File: config.mk
export PLATFORM = sky130hd
export DESIGN_NAME = if_stage
export DESIGN_NICKNAME = d
export VERILOG_FILES = /design/src/hdl/mem_bus_pkg.sv /design/src/hdl/fetch_pkg.sv /design/src/hdl/if_stage.sv
export SDC_FILE = /design/constraint.sdc
export NUM_CORES = 1
export LEC_CHECK = 0
export ABC_CLOCK_PERIOD_IN_PS = 2500
export BUFFER_PORTS_ARGS = -buffer_cell sky130_fd_sc_hd__buf_2
export CORE_ASPECT_RATIO = 0.75
export CORE_UTILIZATION = 47
export DETAILED_ROUTE_END_ITERATION = 8
export PLACE_DENSITY_LB_ADDON = 0.05
export SLEW_MARGIN = 20
export SYNTH_ARGS = -nofsm -noshare
export SYNTH_HDL_FRONTEND = slang
export SYNTH_SLANG_ARGS = --single-unit
File: constraint.sdc
create_clock -name clock -period 2.5 [get_ports clock]
set_input_delay 0.75 -clock clock [delete_from_list [all_inputs] [get_ports clock]]
set_output_delay 0.75 -clock clock [all_outputs]
set_load 0.1 [all_outputs]
File: src/hdl/mem_bus_pkg.sv
/*
  Memory bus definitions for the fetch front end.
  A response or reply tag of zero means no tag. One bus word is one cache line.
  BUS_STORE exists for the bus encoding and is never issued by fetch.
*/

`default_nettype none

package mem_bus_pkg;

  ////////////////////////////////////////////////////////////
  // Bus widths
  ////////////////////////////////////////////////////////////

  localparam int MEM_TAG_W  = 4;   // Response and reply tags
  localparam int MEM_DATA_W = 64;  // One line per transfer

  typedef logic [MEM_TAG_W-1:0]  mem_tag_t;
  typedef logic [MEM_DATA_W-1:0] mem_data_t;

  // Command sent with each request
  typedef enum logic [1:0] {
    BUS_NONE  = 2'h0,
    BUS_LOAD  = 2'h1,
    BUS_STORE = 2'h2
  } bus_cmd_t;

endpackage

`default_nettype wire

File: src/hdl/fetch_pkg.sv
/*
  Fetch geometry and instruction definitions.
  Direct-mapped cache of 128 lines, 8 bytes each, two instructions per line.
  Addresses are 32 bits and split as tag, index, byte offset.
*/

`default_nettype none

package fetch_pkg;

  ////////////////////////////////////////////////////////////
  // Address and instruction
  ////////////////////////////////////////////////////////////

  localparam int ADDR_W = 32;
  localparam int INST_W = 32;

  typedef logic [ADDR_W-1:0] addr_t;
  typedef logic [INST_W-1:0] inst_t;

  // Alpha no-op, used as the bubble word in IF/ID
  localparam inst_t NOOP_INST = 32'h47ff_041f;

  ////////////////////////////////////////////////////////////
  // Cache geometry
  ////////////////////////////////////////////////////////////

  localparam int OFFSET_W  = 3;                          // Byte within line
  localparam int INDEX_W   = 7;
  localparam int TAG_W     = ADDR_W - INDEX_W - OFFSET_W; // 22 bits
  localparam int NUM_LINES = 2 ** INDEX_W;

  typedef logic [INDEX_W-1:0] cache_index_t;
  typedef logic [TAG_W-1:0]   cache_tag_t;

endpackage

`default_nettype wire

File: src/hdl/if_stage.sv
/*
  Program counter and IF/ID register of a scalar fetch stage.
  Redirect wins over stall and flushes IF/ID to a no-op bubble.
  On a miss the PC holds and a bubble enters IF/ID.
*/

`timescale 1ns/1ps
`default_nettype none

module if_stage (
  input  logic                   clock,
  input  logic                   rst,
  input  logic                   stall,
  input  logic                   redirect,
  input  fetch_pkg::addr_t       redirect_pc,
  input  mem_bus_pkg::mem_data_t fetch_inst_line,
  input  logic                   fetch_hit,
  output fetch_pkg::addr_t       fetch_addr,
  output fetch_pkg::addr_t       if_id_npc,
  output fetch_pkg::inst_t       if_id_ir,
  output logic                   if_id_valid
);

  import fetch_pkg::*;

  addr_t pc;
  addr_t pc_plus4;
  inst_t fetch_inst;

  ////////////////////////////////////////////////////////////
  // Program counter
  ////////////////////////////////////////////////////////////

  assign fetch_addr = pc;
  assign pc_plus4   = pc + ADDR_W'(4);

  // Address bit 2 picks the upper word
  assign fetch_inst = pc[2] ? fetch_inst_line[2*INST_W-1:INST_W]
                            : fetch_inst_line[INST_W-1:0];

  always_ff @(posedge clock)
  begin
    if (rst)
    begin
      pc <= '0;
    end
    else if (redirect)
    begin
      pc <= redirect_pc;
    end
    else if (!stall && fetch_hit)
    begin
      pc <= pc_plus4;               // Advance only on a hit
    end
  end

  ////////////////////////////////////////////////////////////
  // IF/ID register
  ////////////////////////////////////////////////////////////

  always_ff @(posedge clock)
  begin
    if (rst || redirect)
    begin
      if_id_npc   <= '0;
      if_id_ir    <= NOOP_INST;
      if_id_valid <= 1'b0;
    end
    else if (!stall)
    begin
      if_id_npc   <= pc_plus4;
      if_id_ir    <= fetch_hit ? fetch_inst : NOOP_INST;  // Bubble on a miss
      if_id_valid <= fetch_hit;
    end
  end

endmodule

`default_nettype wire

==> results.ini <==
[cts]
insertion_delay_ns=0.34
clock_sinks=97
cts_resized=0
h-tree-depth=3
clock_path_buffers=2
cts_inserted_buffers=9
hold_buffers=0
cts.clk_slew.worst_paths_ns=0.07
cts_root_buf=clkbuf_16
cts_tree=built
post_cts_buffers=0

[global_routing]
grt_usage=0.2553
antenna_found_initial=0
grt_max_degree=38
overflow=0
grt_pass1_wl_um=20740
grt_pass1_vias=4021

[place]
port_buffers=197
dpl.hpwl_um=10170
gp_congestion=0.8955

[floorplan]
die_y_um=88.82
io_pins=198
die_area_um2=10460
die_w_um=117.8
core_area_um2=9697
row_count=31
start_util=0.4871

[drt]
viasPerCell=5.346
wl_met1_um=6396
ant_nets=0
top_layer_used=met4
met3RoutedLength_um=984
wl_per_cell_um=15.53
routed_wl_um=13580
drcViolationCount=0
dr.first_iter.drc_count=295
drtPass1Iterations=7
wl_met2_um=5997
num_vias=4672

[synth]
ys_ff_latch=97
netlist.area_leader.share=0.4111
synth_top_cell_by_area=dfxtp_1
synth_edf_count=0
yosysMostFrequentCell=dfxtp_1
synth_area_leaders=dfxtp_1, nor2_1, xnor2_1, mux2i_1, a21oi_1
syn_inst=560
syn_area_per_cell_um2=8.434
syn-cell-area_um2=4723
synth-seq-area-share=0.4111
synth_fp_nets=662
synth_ff_type=dfxtp_1
synth.distinct_cells=42
synth_common_cells=dfxtp_1, nor2_1, nand2_1
synth-async-reset-ratio=0
yosysWarningCount=0

[finish]
drive_gt1_frac=0.3747
fin_nets=839
insertedDiodeCount=0
syn2layout_area_growth_pct=30.09
final_util=0.6337

[sta]
min_period_ns=2.178
period_share=0.8711
finalMaxSlewViolations=0
fin_setup_tns_ns=0
hold_viol=0
fmax_mhz=459.2
setup_viol=0
rsz0062_at_grt=false
max_slew_margin=0.6463
worst_pin_slew_ns=0.5305
finClkSkew_ns=0.004616

[worst_setup_path]
endpoint_kind=primary output
critical_path_required_ns=1.75
crit_chain=buf_4, buf_12
cp.buffers_inverters=2
path_class=reg -> out
cp.arrival_ns=1.43
path_delay_family=buffers and inverters
critPathMaxFanout=35
slowest_stage=buf_4
cp-start-kind=flop
cpPeakStageDelay_ns=0.46

[job]
cap_violations=0

[power]
power_leakage_uw=0.002596
power_density_nw_per_um2=649.3
vdd_drop_max_mv=0.4291

[status]
status=finished, final reports clean

[min_path]
min_path_type=reg -> reg

==> worst paths after layout <==
path                       from             end  slack [ns]  cells past startpoint
hold / removal    if_id_npc[14]   if_id_npc[14]        0.46                      2
hold reg to reg   if_id_npc[14]   if_id_npc[14]        0.46                      2
setup / recovery  fetch_addr[2]   fetch_addr[2]        0.32                      2
setup reg to reg  fetch_addr[5]  fetch_addr[31]        0.39                      5
==> metal layers <==
metal / up-vias / track usage
met4: 0 / 0.07809
met1: 2127 / 0.3544
met2: 208 / 0.3947
met5: - / 0
li1: 2325 / -
met3: 12 / 0.06057
==> placed cells by master, fill, tap and decap left out, drive strengths merged, types with 2 or more instances in the layout <==
cell type,instances
nor2,79
a311oi,2
mux2i,26
o22ai,18
and3,3
buf,213
nand4,11
o21ai,24
nor2b,2
nand3,16
clkbuf,10
and2,2
inv,7
xnor2,32
nand2,48
a21oi,47
xor2,19
a211oi,18
nor4,8
or4,2
mux2,18
or3,6
dfxtp,97
and4,5
nor3,15
clkinv,2
==> kinds of logic (layout without fill, tap and decap cells) <==
family,after synthesis,in the layout,synth area share
mux,44,44,0.09801
xor+xnor,51,51,0.09457
fa+ha+maj,1,1,0.002649
buf+inv,52,234,0.04662
simple gates,202,202,0.2079
flops,97,97,0.4111
compound gates,113,113,0.1391
==> layout make-up <==
| type | instances | area, µm² |
|---|---|---|
| Clock buffer | 10 | 229.0 |
| Clock inverter | 6 | 65.06 |
| Fill cell | 907 | 3552 |
| Inverter | 5 | 18.77 |
| Multi-Input combinational cell | 411 | 2564 |
| Sequential cell | 97 | 1969 |
| Tap cell | 132 | 165.2 |
| Timing Repair Buffer | 213 | 1134 |
==> flip-flops by register name (all words and copies together), names as in the netlist <==
signal,flops
if_id_ir,32
fetch_addr,32
if_id_npc,32
if_id_valid,1
==> report_power, final <==
part | internal [µW] | leakage [µW] | total, µW | switching (µW)
sequential | 1610 | 0.000801 | 1700 | 84.8
clock | 780 | 0.000143 | 1370 | 590
combinational | 239 | 0.00165 | 922 | 682
==> worst register-to-register path, delay by kind of cell, from the launching register on <==
family	cells	cell delay [ns]
compound gates	1	0.28
flops	1	0.43
simple gates	4	1.30
==> through the flow <==
stage	setup WS, ns	hold WS, ns	instance area, µm²	instances	power (µW)
global route	0.2529	0.4840	6145	874	4156
CTS	0.3084	0.4661	6145	874	4021
global placement	0.1896	0.4507	5851	858	2644
detailed placement	0.1077	0.4567	5851	858	2655
floorplan	0.02080	0.4836	4751	560	2432
finish	0.3223	0.4630	6145	874	3990
(Power assumes the default switching activity.)
