**src/hdl/mem_bus_pkg.sv**
```systemverilog
/*
  Memory bus definitions for the fetch front end.
  A response or reply tag of zero means no tag. One bus word is one cache line.
  BUS_STORE exists for the bus encoding and is never issued by fetch.
*/

`default_nettype none

package mem_bus_pkg;

  ////////////////////////////////////////////////////////////
  // Bus widths
  ////////////////////////////////////////////////////////////

  localparam int MEM_TAG_W  = 4;   // Response and reply tags
  localparam int MEM_DATA_W = 64;  // One line per transfer

  typedef logic [MEM_TAG_W-1:0]  mem_tag_t;
  typedef logic [MEM_DATA_W-1:0] mem_data_t;

  // Command sent with each request
  typedef enum logic [1:0] {
    BUS_NONE  = 2'h0,
    BUS_LOAD  = 2'h1,
    BUS_STORE = 2'h2
  } bus_cmd_t;

endpackage

`default_nettype wire

```
**src/hdl/fetch_pkg.sv**
```systemverilog
/*
  Fetch geometry and instruction definitions.
  Direct-mapped cache of 128 lines, 8 bytes each, two instructions per line.
  Addresses are 32 bits and split as tag, index, byte offset.
*/

`default_nettype none

package fetch_pkg;

  ////////////////////////////////////////////////////////////
  // Address and instruction
  ////////////////////////////////////////////////////////////

  localparam int ADDR_W = 32;
  localparam int INST_W = 32;

  typedef logic [ADDR_W-1:0] addr_t;
  typedef logic [INST_W-1:0] inst_t;

  // Alpha no-op, used as the bubble word in IF/ID
  localparam inst_t NOOP_INST = 32'h47ff_041f;

  ////////////////////////////////////////////////////////////
  // Cache geometry
  ////////////////////////////////////////////////////////////

  localparam int OFFSET_W  = 3;                          // Byte within line
  localparam int INDEX_W   = 7;
  localparam int TAG_W     = ADDR_W - INDEX_W - OFFSET_W; // 22 bits
  localparam int NUM_LINES = 2 ** INDEX_W;

  typedef logic [INDEX_W-1:0] cache_index_t;
  typedef logic [TAG_W-1:0]   cache_tag_t;

endpackage

`default_nettype wire

```
**src/hdl/icache_ctrl.sv**
```systemverilog
/*
  Instruction cache controller with a single outstanding miss.
  A miss requests its line in the same cycle, a refused request is retried
  every cycle. The fill is written under the index and tag recorded at accept,
  even if fetch has moved on. The bus stays idle in the first cycle out of reset.
*/

`timescale 1ns/1ps
`default_nettype none

module icache_ctrl (
  input  logic                    clock,
  input  logic                    rst,
  input  fetch_pkg::addr_t        fetch_addr,
  input  mem_bus_pkg::mem_tag_t   mem2proc_response,
  input  mem_bus_pkg::mem_tag_t   mem2proc_tag,
  input  mem_bus_pkg::mem_data_t  mem2proc_data,
  input  mem_bus_pkg::mem_data_t  rd_data,
  input  logic                    rd_valid,
  output mem_bus_pkg::mem_data_t  fetch_inst_line,
  output logic                    fetch_hit,
  output mem_bus_pkg::bus_cmd_t   proc2mem_command,
  output fetch_pkg::addr_t        proc2mem_addr,
  output fetch_pkg::cache_index_t rd_idx,
  output fetch_pkg::cache_tag_t   rd_tag,
  output logic                    wr_en,
  output fetch_pkg::cache_index_t wr_idx,
  output fetch_pkg::cache_tag_t   wr_tag,
  output mem_bus_pkg::mem_data_t  wr_data
);

  import fetch_pkg::*;
  import mem_bus_pkg::*;

  mem_tag_t     miss_tag;      // Accepted tag, zero when idle
  cache_index_t miss_idx;
  cache_tag_t   miss_ctag;
  logic         bus_armed;     // Low for one cycle after reset
  logic         miss_pending;
  logic         issue_load;
  logic         req_accepted;
  logic         fill_match;

  ////////////////////////////////////////////////////////////
  // Lookup
  ////////////////////////////////////////////////////////////

  assign rd_idx = fetch_addr[OFFSET_W +: INDEX_W];
  assign rd_tag = fetch_addr[OFFSET_W + INDEX_W +: TAG_W];

  assign fetch_inst_line = rd_data;
  assign fetch_hit       = rd_valid;

  ////////////////////////////////////////////////////////////
  // Request and fill
  ////////////////////////////////////////////////////////////

  assign miss_pending = (miss_tag != '0);
  assign issue_load   = bus_armed && !rd_valid && !miss_pending;
  assign req_accepted = issue_load && (mem2proc_response != '0);
  assign fill_match   = miss_pending && (mem2proc_tag == miss_tag);

  assign proc2mem_command = issue_load ? BUS_LOAD : BUS_NONE;
  // Line aligned address
  assign proc2mem_addr    = {fetch_addr[ADDR_W-1:OFFSET_W], {OFFSET_W{1'b0}}};

  // Fill goes to the line recorded at accept
  assign wr_en   = fill_match;
  assign wr_idx  = miss_idx;
  assign wr_tag  = miss_ctag;
  assign wr_data = mem2proc_data;

  always_ff @(posedge clock)
  begin
    if (rst)
    begin
      miss_tag  <= '0;
      bus_armed <= 1'b0;
    end
    else
    begin
      bus_armed <= 1'b1;
      if (fill_match)
      begin
        miss_tag <= '0;                 // Line written, miss done
      end
      else if (req_accepted)
      begin
        miss_tag <= mem2proc_response;
      end
    end
  end

  always_ff @(posedge clock)
  begin
    if (req_accepted)
    begin
      miss_idx  <= rd_idx;
      miss_ctag <= rd_tag;
    end
  end

endmodule

`default_nettype wire

```
**config.mk**
```make
export PLATFORM = sky130hd
export DESIGN_NAME = icache_ctrl
export DESIGN_NICKNAME = d
export VERILOG_FILES = /design/src/hdl/mem_bus_pkg.sv /design/src/hdl/fetch_pkg.sv /design/src/hdl/icache_ctrl.sv
export SDC_FILE = /design/constraint.sdc
export NUM_CORES = 1
export LEC_CHECK = 0
export BUFFER_PORTS_ARGS = -buffer_cell sky130_fd_sc_hd__buf_2
export CAP_MARGIN = 20
export CORE_AREA = 2 2 152 154
export CTS_CLUSTER_DIAMETER = 150
export DETAILED_ROUTE_END_ITERATION = 7
export DIE_AREA = 0 0 154 156
export GPL_TIMING_DRIVEN = 1
export PLACE_DENSITY = 0.42
export SYNTH_ARGS = -nofsm -noshare
export SYNTH_HDL_FRONTEND = slang
export SYNTH_SLANG_ARGS = --single-unit
```
**constraint.sdc**
```tcl
create_clock -name clock -period 1.8 [get_ports clock]
set_clock_uncertainty 0.1 [all_clocks]
set_input_delay 0.27 -clock clock [delete_from_list [all_inputs] [get_ports clock]]
set_output_delay 0.27 -clock clock [all_outputs]
set_load 0.02 [all_outputs]
```
==> summary.md, run 1 <==
| Metric | Value |
|---|---|
| XOR/XNOR Fraction of Synth Area | 1.01% |
| Met3 wire len | 2440 µm |
| 1st-pass router iterations | 4 |
| Initial DRC Count | 27 |
| Compound-Gate Fraction of Synth Area | under 10% |
| Highest Signal Layer | met4 |
| Syn_area_per_cell | between 10 and 15 µm² |
| Period utilisation layout | 95.7% |
| Critical-path maximum fanout | 4 |
| Flops & latches, synth | 34 |
| Clk root buf | clkbuf_16 |
| Die Footprint | 0.0240 mm² |
| Commonest cells post-synth | buf_4, edfxtp_1, dfxtp_1, inv_1 |
| Critical path depth in cells | 4 |
| M1 wire length | 1850 µm |
| Number of vias per cell | 2.72 |
| Post-synthesis mux area share | 0% |
| Reg2Reg Depth | 4 |
| Max-slew violation count | 0 |
| CP Buf/Inv Count | 1 |
| Critical Path AT | 1350 ps |
| CP Launch Type | flop |
| FF-to-FF Start | miss_tag[2] |
| Crit Path Category | flop to output pin |
| Fillcell total | about 2,600 |
| Hold Path Class | input port to flop |
| Post-synth EDFFs | 29 |
| Synth Instances | 251 |
| Slowest stage delay, CP | ~340 ps |
| Syn-to-layout area delta | -6.35% |
| Count leader, synth | buf_4 |
| Cell taking the most area after synthesis | buf_4 |
| Synth warn | 0 |
| DR vias | between 1,000 and 1,500 |
| Worst setup endpoint | wr_en |
| Maximum VDD drop | 0.450 mV |
| CTS Buffer Depth | 2 |
| Final worst path period need | 1720 ps |
| Core Area | 0.0224 mm² |
| Clock latency on the worst-skew pair | approximately 280 ps |
| Setup violations, final | 0 |
| Row Count | 55 |
| NumNets Final | 375 |
| Diode count | 0 |
| Met2 wire length | 4560 µm |
| Mapped Area | 0.00260 mm² |
| Pin count of the biggest net entering global routing | 30 |
| I/O pins | 393 |
| Layout cell share with drive strength beyond 1 | ~74% |
| Sequential share of the synthesized area | between 30% and 40% |
| GP Congestion | 0.761 |
| TNS Setup | 0 ps |
| Largest family of logic cells by synthesized area | buffers and inverters |
| DP Wirelength | 8480 µm |
| Asr flop ratio synth | 0% |
| Status | finished clean |
| Gr ovfl total | 0 |
| CP Cell Sequence | or2_0, o21ai_2, and2_1, buf_2 |
| Clock slew at reported path FFs | 60 ps |
| CTS tree | yes |
| Leak | just over 1 nW |
| Critical path required time | 1430 ps |
| Cell area power density | between 1000 and 1500 mW/mm² |
| Port Buffers | 129 |
| RSZ-0062 raised after global routing | no |
| Maxcap violations | 0 |
| Worst r2r dst | wr_tag[18] |
| Routed WL | 9480 µm |
| Worst R2R Setup Slack | 170 ps |
| Initial antenna violation count | 0 |
| GRT Overall Usage | 7.21% |
| Via count of the first global-routing pass | between 1,000 and 1,500 |
| Starting Density | 11.6% |
| Post-synth top flop | edfxtp_1 |
| Count of different cell masters after synthesis | 19 |
| ANT nets after route | 0 |
| DR WL/cell | 19.4 µm |
| Hold Vio Cnt, Final | 0 |
| Synth top area cells | buf_4, edfxtp_1, dfxtp_1 |
| Setup crit end kind | output pin |
| Final Total Pwr | approximately 2.4 mW |
| Synth Area in Adders | 0% |
| CP max-delay cell | dfxtp_2 |
| Die Ht | 156 µm |
| Top cell type's share of synthesized area | 55.4% |
| Kind of cell adding the most delay to the critical path | simple AND/OR/NAND/NOR gates |
| First-pass GRT wire length | 11,400 µm |
| Total clock sinks | 34 |
| H-tree Lvls | 2 |
| Fmax achieved | 0.581 GHz |
| Num CTS Buffers | 5 |
| Setup crit start | miss_tag[1] |
| Post-Synth Simple-Gate Area | 2.40% |
| DRC violations left | 0 |
| Post-cts hold buffer count | 0 |
| DIE WIDTH | 154 µm |
[final cells by class]
class                           count  area (µm²)  share of cell area, %
Sequential cell                    34         973                   39.9
Timing Repair Buffer              135         703                   28.9
Tap cell                          285         357                   14.6
Multi-Input combinational cell     24         195                   8.01
Clock buffer                        5         125                   5.13
Clock inverter                      3        68.8                   2.82
Inverter                            4        15.0                  0.616
[stage by stage]
stage                     utilization [%]  hold WS [ps]  setup slack [ps]  cells  instance area, µm²
after floorplan                         -           227              2.69    254                2610
after global placement               9.88           373               173    479                2210
after detailed placement             9.88           375               132    479                2210
after CTS                            10.8          77.8              17.9    487                2410
after global routing                 10.9          88.0              12.9    490                2440
final                                10.9          95.4              78.0    490                2440
[repair_timing]
item | 4_1_cts | 5_1_grt
pin swaps | 0 | 1
setup buffers | 0 | 3
setup endpoints to repair | 1 | 2
resized for setup | 2 | 2
[routing by layer]
metal	track usage, %	up-vias
li1	-	517
met1	3.82	535
met2	12.1	237
met3	8.22	42
met4	5.79	0
met5	0.414	-
[cells by family after synthesis]
family / after synthesis
other cells: 1
flops: 34
compound gates: 10
buf+inv: 196
xor+xnor: 3
simple gates: 7
[flip-flops by register name, indices dropped and copies added (netlist names)]
name       cells
bus_armed      1
wr_idx         7
miss_tag       4
wr_tag        22
[worst min path at each step]
| stage | start | to | cells after the start |
|---|---|---|---|
| 2_1_floorplan | rst | bus_armed | 1 |
| 3_3_place_gp | fetch_addr[8] | wr_idx[5] | 1 |
| 3_5_place_dp | fetch_addr[14] | wr_tag[4] | 1 |
| 4_1_cts | fetch_addr[14] | wr_tag[4] | 1 |
| 5_1_grt | fetch_addr[14] | wr_tag[4] | 1 |
| 6_report | fetch_addr[14] | wr_tag[4] | 1 |
[where the power goes]
group	total (mW)	internal, mW	switching [mW]
combinational	0.400	0.139	0.261
clock	1.12	0.795	0.321
sequential	0.924	0.906	0.0178
total	2.44	1.84	0.599
[cells in the final DEF, fill, tap and decap left out]
| master | count |
|---|---|
| buf_2 | 129 |
| inv_1 | 4 |
| o21ai_2 | 1 |
| edfxtp_1 | 29 |
| xor2_1 | 3 |
| o41a_2 | 1 |
| buf_12 | 1 |
| or2_0 | 1 |
| a211oi_1 | 3 |
| a41oi_1 | 2 |
| a31oi_1 | 2 |
| nor3_2 | 2 |
| conb_1 | 4 |
| nand2_1 | 1 |
| a211oi_2 | 1 |
| clkinv_4 | 1 |
| dfxtp_2 | 2 |
| buf_4 | 5 |
| and2_1 | 1 |
| dfxtp_1 | 3 |
| nor4b_4 | 1 |
| bufinv_16 | 2 |
| and3_2 | 1 |
| clkbuf_16 | 5 |
Power figures use the tool's default switching activity.
==> run 2: changes to the inputs <==
- CORE_AREA: 2 2 152 154 -> 2 2 153 155
- DIE_AREA: 0 0 154 156 -> 0 0 155 157
- PLACE_DENSITY: 0.42 -> 0.41
- clock period: 1.8 -> 2 ns (I/O delays scaled with it)
==> run 2 against run 1 <==
Effect of this change: sequential share of layout area grew 1.4 points; die area grew 1.3%; clock power shrank 35%; combinational power shrank 13%; routed wire length shrank 4.3%; design area shrank 3.5%; critical path type unchanged; critical endpoint unchanged; largest cell class unchanged.
==> summary.md, run 2 (same netlist as run 1, synthesis figures left out) <==
| Metric | Value |
|---|---|
| Met3 wire len | about 2300 µm |
| Setup violations, final | 0 |
| Setup crit end kind | output pin |
| DIE WIDTH | around 160 µm |
| Via count of the first global-routing pass | approximately 1,100 |
| Clock latency on the worst-skew pair | 280 ps |
| Commonest non-fill, non-tap cells in the layout | buf_2, edfxtp_1, dfxtp_1, clkbuf_16 |
| Core Area | 0.0225 mm² |
| Sequential Area | 971 µm² |
| Setup Slack @ Placement | about 280 ps |
| RSZ-0062 raised after global routing | no |
| Num CTS Buffers | 5 |
| DR WL/cell | between 15 and 20 µm |
| I/O pins | approximately 390 |
| Status | finished clean |
| Starting Density | roughly 12% |
| Critical Path AT | between 1000 and 1500 ps |
| Setup crit start | miss_tag[3] |
| Setup ws final | 241 ps |
| Fillcell total | between 2,000 and 3,000 |
| Initial antenna violation count | 0 |
| Fmax achieved | 0.569 GHz |
| Total clock sinks | 34 |
| FF-to-FF Start | miss_tag[1] |
| Port Buffers | 129 |
| Layout cell share with drive strength beyond 1 | 71.3% |
| Util after Layout | 10.4% |
| Multi-input logic area | roughly 190 µm² |
| Hold Vio Cnt, Final | 0 |
| GRT Overall Usage | 6.70% |
| Pin count of the biggest net entering global routing | 30 |
| Diode count | 0 |
| 1st-pass router iterations | 4 |
| Maxcap violations | 0 |
| ANT nets after route | 0 |
| Final worst path period need | roughly 1800 ps |
| CTS Buffer Depth | 2 |
| Clock slew at reported path FFs | about 60 ps |
| Buffer count from post-CTS setup fixing | 0 |
| Clk root buf | clkbuf_16 |
| Gr ovfl total | 0 |
| Die Footprint | 0.0243 mm² |
| H-tree Lvls | 2 |
| Hold_sp | fetch_addr[18] |
| Critical path required time | roughly 1600 ps |
| DP Wirelength | 8240 µm |
| Routed WL | 9080 µm |
| Hold Path Class | input port to flop |
| Hold endpoint | wr_tag[8] |
| Initial DRC Count | 42 |
| Highest Signal Layer | met4 |
| Hold path depth | 1 |
| Maximum VDD drop | 0.221 mV |
| DRC violations left | 0 |
| GP Congestion | approximately 0.79 |
| Cell area power density | 812 mW/mm² |
| PostCTS Resize Cnt | 0 |
| DR vias | 1,320 |
| Syn-to-layout area delta | -9.66% |
| Worst R2R Setup Slack | 310 ps |
| M1 wire length | 1510 µm |
| Max-slew violation count | 0 |
| TNS Setup | 0 ps |
| CP Launch Type | flop |
| Area post-placement | 0.00221 mm² |
| Number of flip-flops in the largest register | 22 |
| Post-cts hold buffer count | 0 |
| Met2 wire length | 4730 µm |
| Period utilisation layout | 87.9% |
| Fin area | 0.00235 mm² |
| First-pass GRT wire length | 10,800 µm |
| Leak | 0.984 nW |
| Reg2Reg Depth | 4 |
| Worst hold slack | 126 ps |
| Die Ht | 157 µm |
| Worst r2r dst | wr_tag[9] |
| Crit Path Category | flop to output pin |
| Row Count | 55 |
| Most common cell after layout, fill and taps aside | buf_2 |
| Critical-path maximum fanout | 4 |
| NumNets Final | 372 |
| Number of vias per cell | between 2 and 3 |
| CTS tree | yes |
==> run 2: changes by cell type in the layout (fill, tap and decap cells not counted), sizes merged <==
cell,before,now
buf,135,132
bufinv,2,0
clkinv,1,2
clkinvlp,0,1
==> run 2: routing by layer <==
layer / vias up / track usage, %
li1: 511 / -
met1: 524 / 2.85
met2: 246 / 12.4
met3: 39 / 7.13
met4: 0 / 5.60
met5: - / 0
==> run 2: layout make-up <==
cell class	instances	share of cell area (%)
Multi-Input combinational cell	24	7.93
Inverter	4	0.639
Sequential cell	34	41.3
Tap cell	285	15.2
Timing Repair Buffer	132	29.0
Clock inverter	3	0.692
Clock buffer	5	5.32
==> run 2: worst max-delay path by stage <==
stage	endpoint	slack (ps)
after floorplan	wr_idx[0]	200
after global placement	wr_tag[6]	300
after detailed placement	wr_tag[6]	280
after CTS	wr_en	220
after global routing	wr_en	110
final	wr_en	240
==> run 2: where the power goes <==
| part | leakage [nW] | internal (mW) | switching (mW) |
|---|---|---|---|
| registers | 0.309 | 0.815 | 0.0130 |
| clock network | 0.0672 | 0.454 | 0.280 |
| logic | 0.607 | 0.118 | 0.230 |
| total | 0.984 | 1.39 | 0.523 |
==> run 2: worst max-delay path, stage by stage (launching register included) <==
cell	delay, ps
dfxtp_1	340
nor3_1	290
o21ai_1	140
and2_1	160
buf_2	150
==> run 2: stage by stage <==
stage	cells	power (mW)
floorplan	254	1.49
global placement	479	1.19
detailed placement	479	1.20
CTS	487	1.97
global route	487	2.01
finish	487	1.91
==> run 3: changes to the inputs <==
- ABC_AREA: default -> 1
==> run 3 against run 2 <==
Effect of this change: clock-buffer cell count increased by 2; register-to-register slack improved by 220 ps; critical path depth increased by 3; cell count increased by 5.1%; core utilization increased by 0.18 points; non-clock buffer count decreased by 2; die area unchanged; area after synthesis increased by 1.2%; sequential cell count unchanged; via count increased by 0.98%; first-iteration DRC count decreased by 67%; worst setup slack improved by 74 ps; largest power group is now the clock network; highest routed layer unchanged.
==> summary.md, run 3 <==
| Metric | Value |
|---|---|
| Setup ws final | 316 ps |
| Asr flop ratio synth | 0% |
| Setup violations, final | 0 |
| Total clock sinks | 34 |
| Gr ovfl total | 0 |
| Row Count | 55 |
| Starting Density | 11.7% |
| GP Congestion | 0.748 |
| Mapped Area | between 0.002 and 0.003 mm² |
| Kind of cell adding the most delay to the critical path | flip-flops |
| Synth Instances | roughly 280 |
| Via count of the first global-routing pass | 1,142 |
| Maximum VDD drop | slightly below 0.3 mV |
| RSZ-0062 raised after global routing | no |
| Syn-to-layout area delta | -9.22% |
| GRT Overall Usage | just under 7% |
| Cell area power density | approximately 850 mW/mm² |
| Critical Path AT | 1280 ps |
| Initial antenna violation count | 1 |
| 1st-pass router iterations | 2 |
| Initial DRC Count | 14 |
| Syn_area_per_cell | between 9 and 10 µm² |
| Hold Path Class | input port to flop |
| Count leader, synth | buf_4 |
| Reg power frac | 40.9% |
| Clk root buf | clkbuf_16 |
| CP Cell Sequence | inv_1, nand2_1, nand2_1, nor2_1, nand3_1, inv_1, buf_2 |
| P_int | between 1.5 and 2 mW |
| Core Area | 0.0225 mm² |
| Sw Ratio | 25.0% |
| Post-cts hold buffer count | 0 |
| Global routing usage on met1 | 2.29% |
| I/O pins | slightly below 400 |
| CTS Buffer Depth | 2 |
| PostCTS Resize Cnt | 0 |
| Setup crit end kind | output pin |
| P_sw | 0.507 mW |
| DR WL/cell | between 15 and 20 µm |
| Synth top area cells | buf_4, edfxtp_1, dfxtp_1 |
| DRC violations left | 0 |
| CP max-delay cell | dfxtp_1 |
| Setup Slack @ Placement | 486 ps |
| DR vias | 1,333 |
| Final worst path period need | 1680 ps |
| Flops & latches, synth | 34 |
| DP Wirelength | 8320 µm |
| Layout cell share with drive strength beyond 1 | 62.4% |
| DIE WIDTH | 155 µm |
| Most common cell after layout, fill and taps aside | buf_2 |
| Critical path required time | 1600 ps |
| ANT nets after route | 0 |
| Die Footprint | between 0.02 and 0.025 mm² |
| Maxcap violations | 0 |
| Die Ht | 157 µm |
| Port Buffers | 129 |
| Clock slew at reported path FFs | 50 ps |
| Commonest non-fill, non-tap cells in the layout | buf_2, edfxtp_1, nand2_1 |
| Period utilisation layout | 84.2% |
| Cell taking the most area after synthesis | buf_4 |
| CP Launch Type | flop |
| Count of different cell masters after synthesis | 13 |
| Fillcell total | 2,587 |
| CTS tree | yes |
| Fmax achieved | 0.594 GHz |
| Logic pwr share | 17.1% |
| H-tree Lvls | 2 |
| Synth warn | 0 |
| Buffer count from post-CTS setup fixing | 0 |
| Number of vias per cell | 2.60 |
| Met2 Track Usage GR | 13.3% |
| Leak | 1.07 nW |
| Worst R2R Setup Slack | 530 ps |
| Pin count of the biggest net entering global routing | 30 |
| Grt peak-use layer | met2 |
| Critical-path maximum fanout | 3 |
| Global routing usage on met3 | 7.65% |
| Commonest cells post-synth | buf_4, edfxtp_1, nand2_1, inv_1, nor2_1 |
| TNS Setup | 0 ps |
| Clock Power Share | 42.0% |
| Hold Vio Cnt, Final | 0 |
| Crit Path Category | flop to output pin |
| CP Buf/Inv Count | 3 |
| Post-synth top flop | edfxtp_1 |
| Top cell type's share of synthesized area | 54.7% |
| Clock latency on the worst-skew pair | 270 ps |
| Slowest stage delay, CP | 380 ps |
| Sequential share of the synthesized area | a little under two fifths |
| Post-synth EDFFs | 29 |
| First-pass GRT wire length | about 11,000 µm |
| Status | finished clean |
| Num CTS Buffers | 5 |
| NumNets Final | 396 |
| Util after Layout | 10.6% |
| Routed WL | 9160 µm |
| Max-slew violation count | 0 |
| Number of flip-flops in the largest register | 22 |
run 3: cell types whose count changed in the layout (fill, tap and decap cells not counted), sizes merged, moves of 3 or more:
cell / change
nand2: +18
nor2: +11
inv: +10
a211oi: -4
nand3: +4
xor2: -3
run 3: cell type report:
type                    instances  area (µm²)  area share (%)
repair buffers                130         666            27.8
inverters                      14        52.6            2.20
clock inverters                 1        30.0            1.26
diodes                          1        2.50           0.105
flip-flops and latches         34         971            40.6
well taps                     285         357            14.9
clock buffers                   7         133            5.55
multi-input cells              40         180            7.54
run 3: through the flow:
step	instance area [µm²]	power, mW	hold WS [ps]	cells
2_1_floorplan	2650	1.50	275	280
3_3_place_gp	2230	1.19	371	503
3_5_place_dp	2230	1.20	375	503
4_1_cts	2390	2.08	79.6	511
5_1_grt	2390	2.12	96.5	511
6_report	2390	2.03	92.2	512
run 3: path summary, 6_finish.rpt:
check	start	endpoint	depth (start not counted)
max	miss_tag[1]	wr_en	7
min	rst	bus_armed	2
max reg2reg	miss_tag[3]	wr_tag[18]	5
min reg2reg	miss_tag[3]	miss_tag[3]	2
run 3: kinds of logic after synthesis:
logic type | after synthesis | share of synthesized area [%]
buffers and inverters | 206 | 56.7
AND/OR/NAND/NOR | 35 | 6.08
flip-flops | 34 | 36.9
AO/OA/AOI/OAI | 1 | 0.190
other | 1 | 0.142
run 3: layer usage:
| metal | share of wire [%] | wire length (µm) |
|---|---|---|
| met1 | 15 | 1360 |
| met2 | 54 | 4990 |
| met3 | 25 | 2280 |
| met4 | 5.8 | 534 |
| met5 | 0 | 0 |
run 3: power by group through the flow:
stage	Sequential, mW	Combinational [mW]	Clock [mW]
2_1_floorplan	0.885	0.615	0
3_3_place_gp	0.843	0.352	0
3_5_place_dp	0.843	0.352	0
4_1_cts	0.829	0.353	0.894
5_1_grt	0.832	0.373	0.920
6_report	0.828	0.346	0.851
